### config.mk
export PLATFORM = sky130hd
export DESIGN_NAME = rab_core
export DESIGN_NICKNAME = d
export VERILOG_FILES = /design/src/rab_pkg.sv /design/src/rab_cfg_regs.sv /design/src/rab_req_arbiter.sv /design/src/rab_slice_match.sv /design/src/rab_xlate_fsm.sv /design/src/rab_core.sv
export SDC_FILE = /design/constraint.sdc
export NUM_CORES = 2
export LEC_CHECK = 0
export ABC_AREA = 0
export BUFFER_PORTS_ARGS = -buffer_cell sky130_fd_sc_hd__buf_4
export CAP_MARGIN = 20
export CORE_ASPECT_RATIO = 0.8
export CORE_MARGIN = 8
export CORE_UTILIZATION = 45
export DETAILED_ROUTE_END_ITERATION = 10
export HOLD_SLACK_MARGIN = 0.1
export SYNTH_ARGS = -nofsm -noshare
export SYNTH_HDL_FRONTEND = slang
export SYNTH_SLANG_ARGS = --single-unit
### constraint.sdc
create_clock -name Clk_CI -period 13.6 [get_ports Clk_CI]
set_input_delay 1.36 -clock Clk_CI [delete_from_list [all_inputs] [get_ports Clk_CI]]
set_output_delay 1.36 -clock Clk_CI [all_outputs]
set_load 0.05 [all_outputs]
### src/rab_pkg.sv
// shared widths, AXI4-Lite bundles and translation types
// for the address remapping block
package rab_pkg;

  localparam int N_SLICES       = 4;
  localparam int REGS_PER_SLICE = 4;
  localparam int VIRT_ADDR_W    = 32;
  localparam int PHYS_ADDR_W    = 40;
  localparam int CFG_DATA_W     = 64;
  localparam int CFG_ADDR_W     = 32;
  localparam int LEN_W          = 8;
  localparam int SIZE_W         = 3;
  localparam int CTRL_W         = 6;
  localparam int BEAT_BYTES_W   = 3;

  // register order inside one slice
  localparam int REG_START  = 0;
  localparam int REG_END    = 1;
  localparam int REG_OFFSET = 2;
  localparam int REG_FLAGS  = 3;

  localparam int N_CFG_REGS = N_SLICES * REGS_PER_SLICE;
  localparam int CFG_IDX_W  = $clog2(N_CFG_REGS);
  localparam int CFG_OFS_W  = $clog2(CFG_DATA_W / 8);  // byte offset inside a word

  localparam logic [1:0] RESP_OKAY   = 2'b00;
  localparam logic [1:0] RESP_SLVERR = 2'b10;

  typedef struct packed {
    logic wr_ok;
    logic rd_ok;
    logic en;                                           // bit 0
  } cfg_flags_t;

  // a slice register is either an address or a flags word
  typedef union packed {
    struct packed {
      logic [CFG_DATA_W-PHYS_ADDR_W-1:0] pad;
      logic [PHYS_ADDR_W-1:0]            addr;
    } addr_v;
    struct packed {
      logic [CFG_DATA_W-$bits(cfg_flags_t)-1:0] pad;
      cfg_flags_t                               flags;
    } flags_v;
  } cfg_word_u;

  typedef struct packed {
    logic [VIRT_ADDR_W-1:0] start;
    logic [VIRT_ADDR_W-1:0] last;     // inclusive upper bound
    logic [PHYS_ADDR_W-1:0] offset;
    cfg_flags_t             flags;
  } slice_cfg_t;

  typedef struct packed {
    logic [VIRT_ADDR_W-1:0] addr;
    logic [LEN_W-1:0]       len;
    logic [SIZE_W-1:0]      size;
    logic [CTRL_W-1:0]      ctrl;
  } xlate_req_t;

  typedef struct packed {
    logic [VIRT_ADDR_W-1:0] addr_min;
    logic [VIRT_ADDR_W-1:0] addr_max;
    logic                   is_write;
    logic                   skip;
  } lookup_t;

  typedef struct packed {
    logic                   any_hit;
    logic                   multi;
    logic                   prot_fail;
    logic                   skip;
    logic [PHYS_ADDR_W-1:0] out_addr;
  } match_t;

  typedef struct packed {
    logic [CFG_ADDR_W-1:0]   awaddr;
    logic                    awvalid;
    logic [CFG_DATA_W-1:0]   wdata;
    logic [CFG_DATA_W/8-1:0] wstrb;
    logic                    wvalid;
    logic                    bready;
    logic [CFG_ADDR_W-1:0]   araddr;
    logic                    arvalid;
    logic                    rready;
  } axil_req_t;

  typedef struct packed {
    logic                  awready;
    logic                  wready;
    logic [1:0]            bresp;
    logic                  bvalid;
    logic                  arready;
    logic [CFG_DATA_W-1:0] rdata;
    logic [1:0]            rresp;
    logic                  rvalid;
  } axil_rsp_t;

endpackage

### src/rab_cfg_regs.sv
// AXI4-Lite slave holding the slice registers
// and decoding them into per-slice configuration
`timescale 1ns/1ps

module rab_cfg_regs import rab_pkg::*;
(
  input  logic                       Clk_CI,
  input  logic                       Rst_RBI,
  input  axil_req_t                  axil_req,
  output axil_rsp_t                  axil_rsp,
  output slice_cfg_t [N_SLICES-1:0]  slice_cfg
);

  logic [CFG_DATA_W-1:0] cfg_q [N_CFG_REGS];

  logic                  wr_fire;
  logic                  rd_fire;
  logic                  wr_in_range;
  logic                  rd_in_range;
  logic [CFG_IDX_W-1:0]  wr_idx;
  logic [CFG_IDX_W-1:0]  rd_idx;

  logic                  bvalid_q;
  logic [1:0]            bresp_q;
  logic                  rvalid_q;
  logic [1:0]            rresp_q;
  logic [CFG_DATA_W-1:0] rdata_q;

  // one response outstanding per direction
  assign wr_fire = axil_req.awvalid & axil_req.wvalid & ~bvalid_q;
  assign rd_fire = axil_req.arvalid & ~rvalid_q;

  assign wr_in_range = axil_req.awaddr < CFG_ADDR_W'(N_CFG_REGS * CFG_DATA_W / 8);
  assign rd_in_range = axil_req.araddr < CFG_ADDR_W'(N_CFG_REGS * CFG_DATA_W / 8);
  assign wr_idx      = axil_req.awaddr[CFG_OFS_W +: CFG_IDX_W];
  assign rd_idx      = axil_req.araddr[CFG_OFS_W +: CFG_IDX_W];

  always_ff @(posedge Clk_CI or negedge Rst_RBI)
  begin
    if (!Rst_RBI)
    begin
      for (int i = 0; i < N_CFG_REGS; i++)
        cfg_q[i] <= '0;                     // all slices disabled
    end
    else if (wr_fire && wr_in_range)
    begin
      for (int b = 0; b < CFG_DATA_W / 8; b++)
      begin
        if (axil_req.wstrb[b])
          cfg_q[wr_idx][8*b +: 8] <= axil_req.wdata[8*b +: 8];
      end
    end
  end

  always_ff @(posedge Clk_CI or negedge Rst_RBI)
  begin
    if (!Rst_RBI)
    begin
      bvalid_q <= 1'b0;
      rvalid_q <= 1'b0;
    end
    else
    begin
      if (wr_fire)
        bvalid_q <= 1'b1;
      else if (axil_req.bready)
        bvalid_q <= 1'b0;
      if (rd_fire)
        rvalid_q <= 1'b1;
      else if (axil_req.rready)
        rvalid_q <= 1'b0;
    end
  end

  // response payload
  always_ff @(posedge Clk_CI)
  begin
    if (wr_fire)
      bresp_q <= wr_in_range ? RESP_OKAY : RESP_SLVERR;
    if (rd_fire)
    begin
      rresp_q <= rd_in_range ? RESP_OKAY : RESP_SLVERR;
      rdata_q <= rd_in_range ? cfg_q[rd_idx] : '0;
    end
  end

  always_comb
  begin
    axil_rsp.awready = wr_fire;
    axil_rsp.wready  = wr_fire;
    axil_rsp.bresp   = bresp_q;
    axil_rsp.bvalid  = bvalid_q;
    axil_rsp.arready = rd_fire;
    axil_rsp.rdata   = rdata_q;
    axil_rsp.rresp   = rresp_q;
    axil_rsp.rvalid  = rvalid_q;
  end

  // address and flags views of the stored words
  always_comb
  begin
    cfg_word_u w_start;
    cfg_word_u w_end;
    cfg_word_u w_ofs;
    cfg_word_u w_flags;
    for (int k = 0; k < N_SLICES; k++)
    begin
      w_start = cfg_q[k*REGS_PER_SLICE + REG_START];
      w_end   = cfg_q[k*REGS_PER_SLICE + REG_END];
      w_ofs   = cfg_q[k*REGS_PER_SLICE + REG_OFFSET];
      w_flags = cfg_q[k*REGS_PER_SLICE + REG_FLAGS];
      slice_cfg[k].start  = w_start.addr_v.addr[VIRT_ADDR_W-1:0];
      slice_cfg[k].last   = w_end.addr_v.addr[VIRT_ADDR_W-1:0];
      slice_cfg[k].offset = w_ofs.addr_v.addr;
      slice_cfg[k].flags  = w_flags.flags_v.flags;
    end
  end

endmodule

### src/rab_req_arbiter.sv
// read/write request arbiter with alternating priority,
// burst range computation and lookup register
`timescale 1ns/1ps

module rab_req_arbiter import rab_pkg::*;
(
  input  logic       Clk_CI,
  input  logic       Rst_RBI,
  input  xlate_req_t rd_req,
  input  xlate_req_t wr_req,
  input  logic       rd_valid,
  input  logic       wr_valid,
  input  logic       take,
  output lookup_t    lookup,
  output logic       lookup_valid,
  output logic       served_write
);

  logic                    rd_prio_q;   // read channel wins a tie
  logic                    busy_q;      // item in flight, FSM not yet responding
  logic                    sel_rd;
  logic                    capture;
  xlate_req_t              req;
  logic [BEAT_BYTES_W-1:0] mask;
  logic [VIRT_ADDR_W-1:0]  addr_align;
  logic [VIRT_ADDR_W-1:0]  burst_bytes;
  lookup_t                 lookup_d;

  assign sel_rd  = (rd_valid & rd_prio_q) | ~wr_valid;
  assign req     = sel_rd ? rd_req : wr_req;
  assign capture = take & ~busy_q & (rd_valid | wr_valid);

  always_comb
  begin
    case (req.size)
      3'd0:    mask = 3'b111;
      3'd1:    mask = 3'b110;
      3'd2:    mask = 3'b100;
      default: mask = 3'b000;   // 8 bytes and wider
    endcase
    addr_align  = {req.addr[VIRT_ADDR_W-1:BEAT_BYTES_W], req.addr[BEAT_BYTES_W-1:0] & mask};
    burst_bytes = (VIRT_ADDR_W'(req.len) + 1) << req.size;

    lookup_d.addr_min = req.addr;
    lookup_d.addr_max = addr_align + burst_bytes - 1;
    lookup_d.is_write = ~sel_rd;
    lookup_d.skip     = &req.ctrl;  // ctrl all ones bypasses translation
  end

  always_ff @(posedge Clk_CI or negedge Rst_RBI)
  begin
    if (!Rst_RBI)
    begin
      rd_prio_q    <= 1'b0;          // write first
      busy_q       <= 1'b0;
      lookup_valid <= 1'b0;
    end
    else
    begin
      lookup_valid <= capture;
      if (capture)
      begin
        busy_q    <= 1'b1;
        rd_prio_q <= ~sel_rd;        // served channel yields to the other
      end
      else if (!take)
        busy_q <= 1'b0;              // FSM has left idle
    end
  end

  always_ff @(posedge Clk_CI)
  begin
    if (capture)
      lookup <= lookup_d;
  end

  assign served_write = lookup.is_write;

endmodule

### src/rab_slice_match.sv
// range and protection compare against all slices,
// hit counting and offset translation
`timescale 1ns/1ps

module rab_slice_match import rab_pkg::*;
(
  input  logic                      Clk_CI,
  input  logic                      Rst_RBI,
  input  slice_cfg_t [N_SLICES-1:0] slice_cfg,
  input  lookup_t                   lookup,
  input  logic                      lookup_valid,
  output match_t                    match,
  output logic                      match_valid
);

  logic [N_SLICES-1:0] hit;
  logic [N_SLICES-1:0] prot;
  match_t              match_d;

  always_comb
  begin
    int unsigned n_hits;
    n_hits  = 0;
    match_d = '0;
    for (int k = 0; k < N_SLICES; k++)
    begin
      hit[k]  = slice_cfg[k].flags.en
                & (lookup.addr_min >= slice_cfg[k].start)
                & (lookup.addr_max <= slice_cfg[k].last);
      prot[k] = hit[k] & ~(lookup.is_write ? slice_cfg[k].flags.wr_ok
                                           : slice_cfg[k].flags.rd_ok);
      if (hit[k])
      begin
        n_hits           = n_hits + 1;
        match_d.out_addr = slice_cfg[k].offset
                           + PHYS_ADDR_W'(lookup.addr_min - slice_cfg[k].start);
      end
    end
    match_d.any_hit   = |hit;
    match_d.multi     = n_hits > 1;
    match_d.prot_fail = |prot;
    match_d.skip      = lookup.skip;
    if (lookup.skip)
      match_d.out_addr = PHYS_ADDR_W'(lookup.addr_min);   // untranslated
  end

  always_ff @(posedge Clk_CI or negedge Rst_RBI)
  begin
    if (!Rst_RBI)
      match_valid <= 1'b0;
    else
      match_valid <= lookup_valid;
  end

  always_ff @(posedge Clk_CI)
  begin
    if (lookup_valid)
      match <= match_d;
  end

endmodule

### src/rab_xlate_fsm.sv
// response FSM: accept or drop held until sent,
// one-cycle interrupt pulses on drop
`timescale 1ns/1ps

module rab_xlate_fsm import rab_pkg::*;
(
  input  logic                   Clk_CI,
  input  logic                   Rst_RBI,
  input  match_t                 match,
  input  logic                   match_valid,
  input  logic                   served_write,
  input  logic                   rd_sent,
  input  logic                   wr_sent,
  output logic                   take,
  output logic                   rd_accept,
  output logic                   rd_drop,
  output logic                   wr_accept,
  output logic                   wr_drop,
  output logic [PHYS_ADDR_W-1:0] out_addr,
  output logic                   int_miss,
  output logic                   int_prot,
  output logic                   int_multi
);

  typedef enum logic [1:0] {
    ST_IDLE,     // ready for a request, waiting for its result
    ST_ACCEPT,
    ST_DROP
  } state_e;

  state_e state_q;
  logic   grant;
  logic   sent;

  // skip wins over every lookup outcome
  assign grant = match.skip | (match.any_hit & ~match.multi & ~match.prot_fail);
  assign sent  = served_write ? wr_sent : rd_sent;
  assign take  = state_q == ST_IDLE;

  always_ff @(posedge Clk_CI or negedge Rst_RBI)
  begin
    if (!Rst_RBI)
    begin
      state_q   <= ST_IDLE;
      int_miss  <= 1'b0;
      int_prot  <= 1'b0;
      int_multi <= 1'b0;
    end
    else
    begin
      int_miss  <= 1'b0;
      int_prot  <= 1'b0;
      int_multi <= 1'b0;
      case (state_q)
        ST_IDLE:
        begin
          if (match_valid)
          begin
            state_q   <= grant ? ST_ACCEPT : ST_DROP;
            int_multi <= ~match.skip & match.multi;
            int_miss  <= ~match.skip & ~match.any_hit;
            int_prot  <= ~match.skip & match.any_hit & ~match.multi & match.prot_fail;
          end
        end
        default:
        begin
          if (sent)
            state_q <= ST_IDLE;   // hold until the served side has sent
        end
      endcase
    end
  end

  always_ff @(posedge Clk_CI)
  begin
    if (take && match_valid)
      out_addr <= match.out_addr;
  end

  assign rd_accept = (state_q == ST_ACCEPT) & ~served_write;
  assign wr_accept = (state_q == ST_ACCEPT) & served_write;
  assign rd_drop   = (state_q == ST_DROP) & ~served_write;
  assign wr_drop   = (state_q == ST_DROP) & served_write;

endmodule

### src/rab_core.sv
// top level of the remapping block: config slave, arbiter,
// slice matcher and response FSM
`timescale 1ns/1ps

module rab_core import rab_pkg::*;
(
  input  logic                   Clk_CI,
  input  logic                   Rst_RBI,
  input  axil_req_t              axil_req,
  output axil_rsp_t              axil_rsp,
  input  xlate_req_t             rd_req,
  input  logic                   rd_valid,
  input  logic                   rd_sent,
  output logic                   rd_accept,
  output logic                   rd_drop,
  input  xlate_req_t             wr_req,
  input  logic                   wr_valid,
  input  logic                   wr_sent,
  output logic                   wr_accept,
  output logic                   wr_drop,
  output logic [PHYS_ADDR_W-1:0] out_addr,
  output logic                   int_miss,
  output logic                   int_prot,
  output logic                   int_multi
);

  slice_cfg_t [N_SLICES-1:0] slice_cfg;
  lookup_t                   lookup;
  logic                      lookup_valid;
  logic                      served_write;
  match_t                    match;
  logic                      match_valid;
  logic                      take;

  rab_cfg_regs u_cfg_regs (
    .Clk_CI    (Clk_CI),
    .Rst_RBI   (Rst_RBI),
    .axil_req  (axil_req),
    .axil_rsp  (axil_rsp),
    .slice_cfg (slice_cfg)
  );

  rab_req_arbiter u_req_arbiter (
    .Clk_CI       (Clk_CI),
    .Rst_RBI      (Rst_RBI),
    .rd_req       (rd_req),
    .wr_req       (wr_req),
    .rd_valid     (rd_valid),
    .wr_valid     (wr_valid),
    .take         (take),
    .lookup       (lookup),
    .lookup_valid (lookup_valid),
    .served_write (served_write)
  );

  rab_slice_match u_slice_match (
    .Clk_CI       (Clk_CI),
    .Rst_RBI      (Rst_RBI),
    .slice_cfg    (slice_cfg),
    .lookup       (lookup),
    .lookup_valid (lookup_valid),
    .match        (match),
    .match_valid  (match_valid)
  );

  rab_xlate_fsm u_xlate_fsm (
    .Clk_CI       (Clk_CI),
    .Rst_RBI      (Rst_RBI),
    .match        (match),
    .match_valid  (match_valid),
    .served_write (served_write),
    .rd_sent      (rd_sent),
    .wr_sent      (wr_sent),
    .take         (take),
    .rd_accept    (rd_accept),
    .rd_drop      (rd_drop),
    .wr_accept    (wr_accept),
    .wr_drop      (wr_drop),
    .out_addr     (out_addr),
    .int_miss     (int_miss),
    .int_prot     (int_prot),
    .int_multi    (int_multi)
  );

endmodule

==> out/results.ini <==
[timing]
setup_violations=0
period_share_pct=55.8
max_freq_mhz=132
fin_worst_skew_ns=0.0591
finalCriticalPeriod_ns=7.59
fin_tns_setup_ns=0
holdWs_ns=0.416
grt_setup_unrepaired=false
setup_slack_ns=6.01
finalMaxSlewViolations=0
worst_pin_slew_ns=1.31
slew_headroom_pct=11.9
hold_viol=0

[synthesis]
synth.avg_cell_area_um2=12.0
synthCells=6280
synth-seq-area-share_pct=42.9
syn-cell-area_um2=75500
ys.flop_type=dfrtp_1
synth_edf_count=216
synth_seq_cells=1251
async_flop_share_pct=82.7
yosys_warnings=0
synth.distinct_cells=101

[detailed_routing]
vias=55106
wl_um=256000
vias_per_cell=6.12
wire_per_inst_um=28.4
drt_pass1_iterations=8
post-route-drc-count=0
first_iter_violations=6321
final_antenna_net_count=0

[hold_path]
hold_path_depth=0
min_path_type=reg -> reg

[critical_path]
endpoint_kind=flip-flop
path_class=reg -> reg
crit_fanout=6
required_ns=14.10
worstPathArrival_ns=8.09
reg2reg_slack_ns=6.01
start_kind=flip-flop
reg2reg_depth=26

[layout]
drive_above_1_share_pct=30.5
seqCellArea_um2=32400
fill_cells=14564
multiInputGateArea_um2=40700
nets=7342
fin_area_um2=85500
syn_to_final_growth_pct=13.3

[die]
core_um2=167000
rows=134
start_util_pct=45.3
io_pins=365
die_area_um2=181000
die_h_um=382
chipWidth_um=474

[clock_tree]
cts_root_buffer=clkbuf_16
clk_latency_ns=0.81
cts_buffers=139
clkTransAtPathRegs_ns=0.06
cts_tree=built
ctsLongestPathBuffers=3
cts_sinks=1251
cts_resized=0
post_cts_buffers=0
cts_max_level=4
ctsHoldBuffers=0

[placed_design]
place_congestion=1.03
place_area_um2=80700
preCtsSetupSlack_ns=5.88
dp_hpwl_um=196000
io_buffers=356

[pwr]
power_switching_mw=4.20
irDropWorstVdd_uv=151
comb_power_share_pct=30.4
power_frac_clock_pct=33.2
total_power_mw=11.8
power_frac_seq_pct=36.4
p_int_mw=7.61
swShare_pct=35.6
leakagePower_nw=39.6
power_density_nw_per_um2=138

[grt]
grt_pass1_vias=53698
grt-ovfl-total=0
antenna_found_initial=29
grt_usage_pct=27.5
grt_pass1_wl_um=370000
grt_max_degree=201

[flow_run]
maxCapViolCount=0

[outcome]
status=completed

==> area by class of cell <==
type,count,share of cell area (%)
multi-input combinational,4393,47.6
clock buffer,191,4.57
clock inverter,66,0.999
timing repair buffer,427,3.82
antenna,16,0.0468
tap,2244,3.28
inverter,410,1.80
sequential,1251,37.9
==> path summary, 6_finish.rpt <==
kind / start / end
worst max-delay path: u_req_arbiter.lookup[34]$_DFFE_PP_ / u_slice_match.match[36]$_SDFFCE_PP0P_
worst min-delay path: u_slice_match.match[8]$_DFFE_PP_ / u_xlate_fsm.out_addr[8]$_DFFE_PP_
worst max register to register: u_req_arbiter.lookup[34]$_DFFE_PP_ / u_slice_match.match[36]$_SDFFCE_PP0P_
worst min register to register: u_slice_match.match[8]$_DFFE_PP_ / u_xlate_fsm.out_addr[8]$_DFFE_PP_
max in group asynchronous: Rst_RBI / u_cfg_regs.slice_cfg[18]$_DFFE_PN0P_
min in group asynchronous: Rst_RBI / u_cfg_regs.slice_cfg[262]$_DFFE_PN0P_
==> registers in the layout, summed over array words and instances, names as in the netlist, 2 cells and up <==
name / count
u_xlate_fsm.out_addr: 40
u_cfg_regs.slice_cfg: 428
u_slice_match.match: 44
u_req_arbiter.lookup: 65
u_cfg_regs.rdata_q: 64
u_xlate_fsm.state_q: 2
u_cfg_regs.cfg_q: 596
==> per-layer routing <==
metal	share of wire (%)	track usage (%)	vias up
met5	0.025	0	-
met4	3.3	8.61	12
met3	10	7.46	360
met2	41	38.2	2347
met1	45	41.6	28276
li1	-	-	24111
==> cell usage in the layout (no fill, tap or decap), types with 23 or more instances in the layout <==
cell type and instances:
nand4_1 63, a21oi_1 330, clkbuf_16 142, o21bai_1 46, a21o_1 185, clkbuf_1 32, nand2b_1 40, edfxtp_1 216
nor3_1 47, mux2_2 1031, and2_1 30, o31ai_1 23, nand3_1 75, o21ai_0 188, dfrtp_1 1034, and3_1 29
mux2i_1 64, nand2_1 352, inv_1 407, nor4_1 24, a211oi_1 41, mux4_2 320, o211ai_1 23, a31oi_1 43
xnor2_1 178, nor2b_1 96, buf_4 420, ha_1 466, o21a_1 64, nor2_1 234, xor2_1 99
==> critical path: stages (launching register included) <==
cell,delay (ns)
edfxtp_1,0.50
inv_1,0.23
ha_1,0.22
inv_1,0.06
fa_1,0.46
a211oi_1,0.32
o21ai_0,0.23
a21oi_1,0.48
o221ai_1,0.30
a21oi_1,0.59
nor2b_1,0.20
o21a_1,0.23
o21ai_0,0.22
a21oi_1,0.15
a311o_1,0.38
ha_1,0.39
nand4_1,0.15
nor2_1,0.26
and4_1,0.25
nand2b_1,0.06
nand2_1,0.06
a31oi_1,0.10
a31oi_1,0.53
a21bo_2,0.25
a31oi_1,0.10
and4_1,0.22
o32a_1,0.36
==> Yosys cell counts (31+ instances only) <==
| cell | n | share of area, % |
|---|---|---|
| mux4_2 | 320 | 9.5 |
| xor2_1 | 99 | 1.1 |
| buf_1 | 31 | 0.15 |
| nand2_1 | 352 | 1.8 |
| nand4_1 | 63 | 0.52 |
| inv_1 | 408 | 2.0 |
| o21ai_0 | 188 | 1.2 |
| mux2_2 | 1031 | 15 |
| o21a_1 | 64 | 0.64 |
| a31oi_1 | 43 | 0.36 |
| a211oi_1 | 41 | 0.41 |
| clkbuf_1 | 163 | 0.81 |
| nor2_1 | 245 | 1.2 |
| xnor2_1 | 178 | 2.1 |
| nor3_1 | 53 | 0.35 |
| dfrtp_1 | 1035 | 34 |
| mux2i_1 | 64 | 0.85 |
| nand3_1 | 75 | 0.50 |
| nor2b_1 | 97 | 0.80 |
| ha_1 | 466 | 7.7 |
| a21o_1 | 185 | 1.8 |
| edfxtp_1 | 216 | 8.6 |
| nand2b_1 | 40 | 0.33 |
| a21oi_1 | 331 | 2.2 |
| o21bai_1 | 46 | 0.46 |
==> metrics by stage <==
stage	utilization (%)	instances
6_report	51.3	8998
5_1_grt	51.3	8992
4_1_cts	51.3	8978
3_5_place_dp	48.4	8721
3_3_place_gp	48.4	8721
2_1_floorplan	-	6281
==> power groups by stage <==
stage | sequential, mW | combinational (mW) | clock, mW
after floorplan | 4.38 | 2.25 | 0
after global placement | 4.36 | 3.44 | 0
after detailed placement | 4.36 | 3.49 | 0
after CTS | 4.29 | 3.51 | 4.00
after global routing | 4.31 | 3.90 | 4.14
final | 4.30 | 3.59 | 3.92
==> cells by family (layout without fill, tap and decap cells) <==
group                      after synthesis  count (layout)  share of synthesized area [%]
AOI/OAI and AO/OA                     1148            1148                           10.0
xor gates and xnor gates               277             277                           3.21
adders and majority gates              475             475                           7.96
buffers and inverters                  637            1094                           3.28
DFF                                   1251            1251                           42.9
muxes                                 1415            1415                           25.8
other                                    1              18                        0.00497
and+or+nand+nor                       1076            1076                           6.84
(Power assumes the default switching activity.)
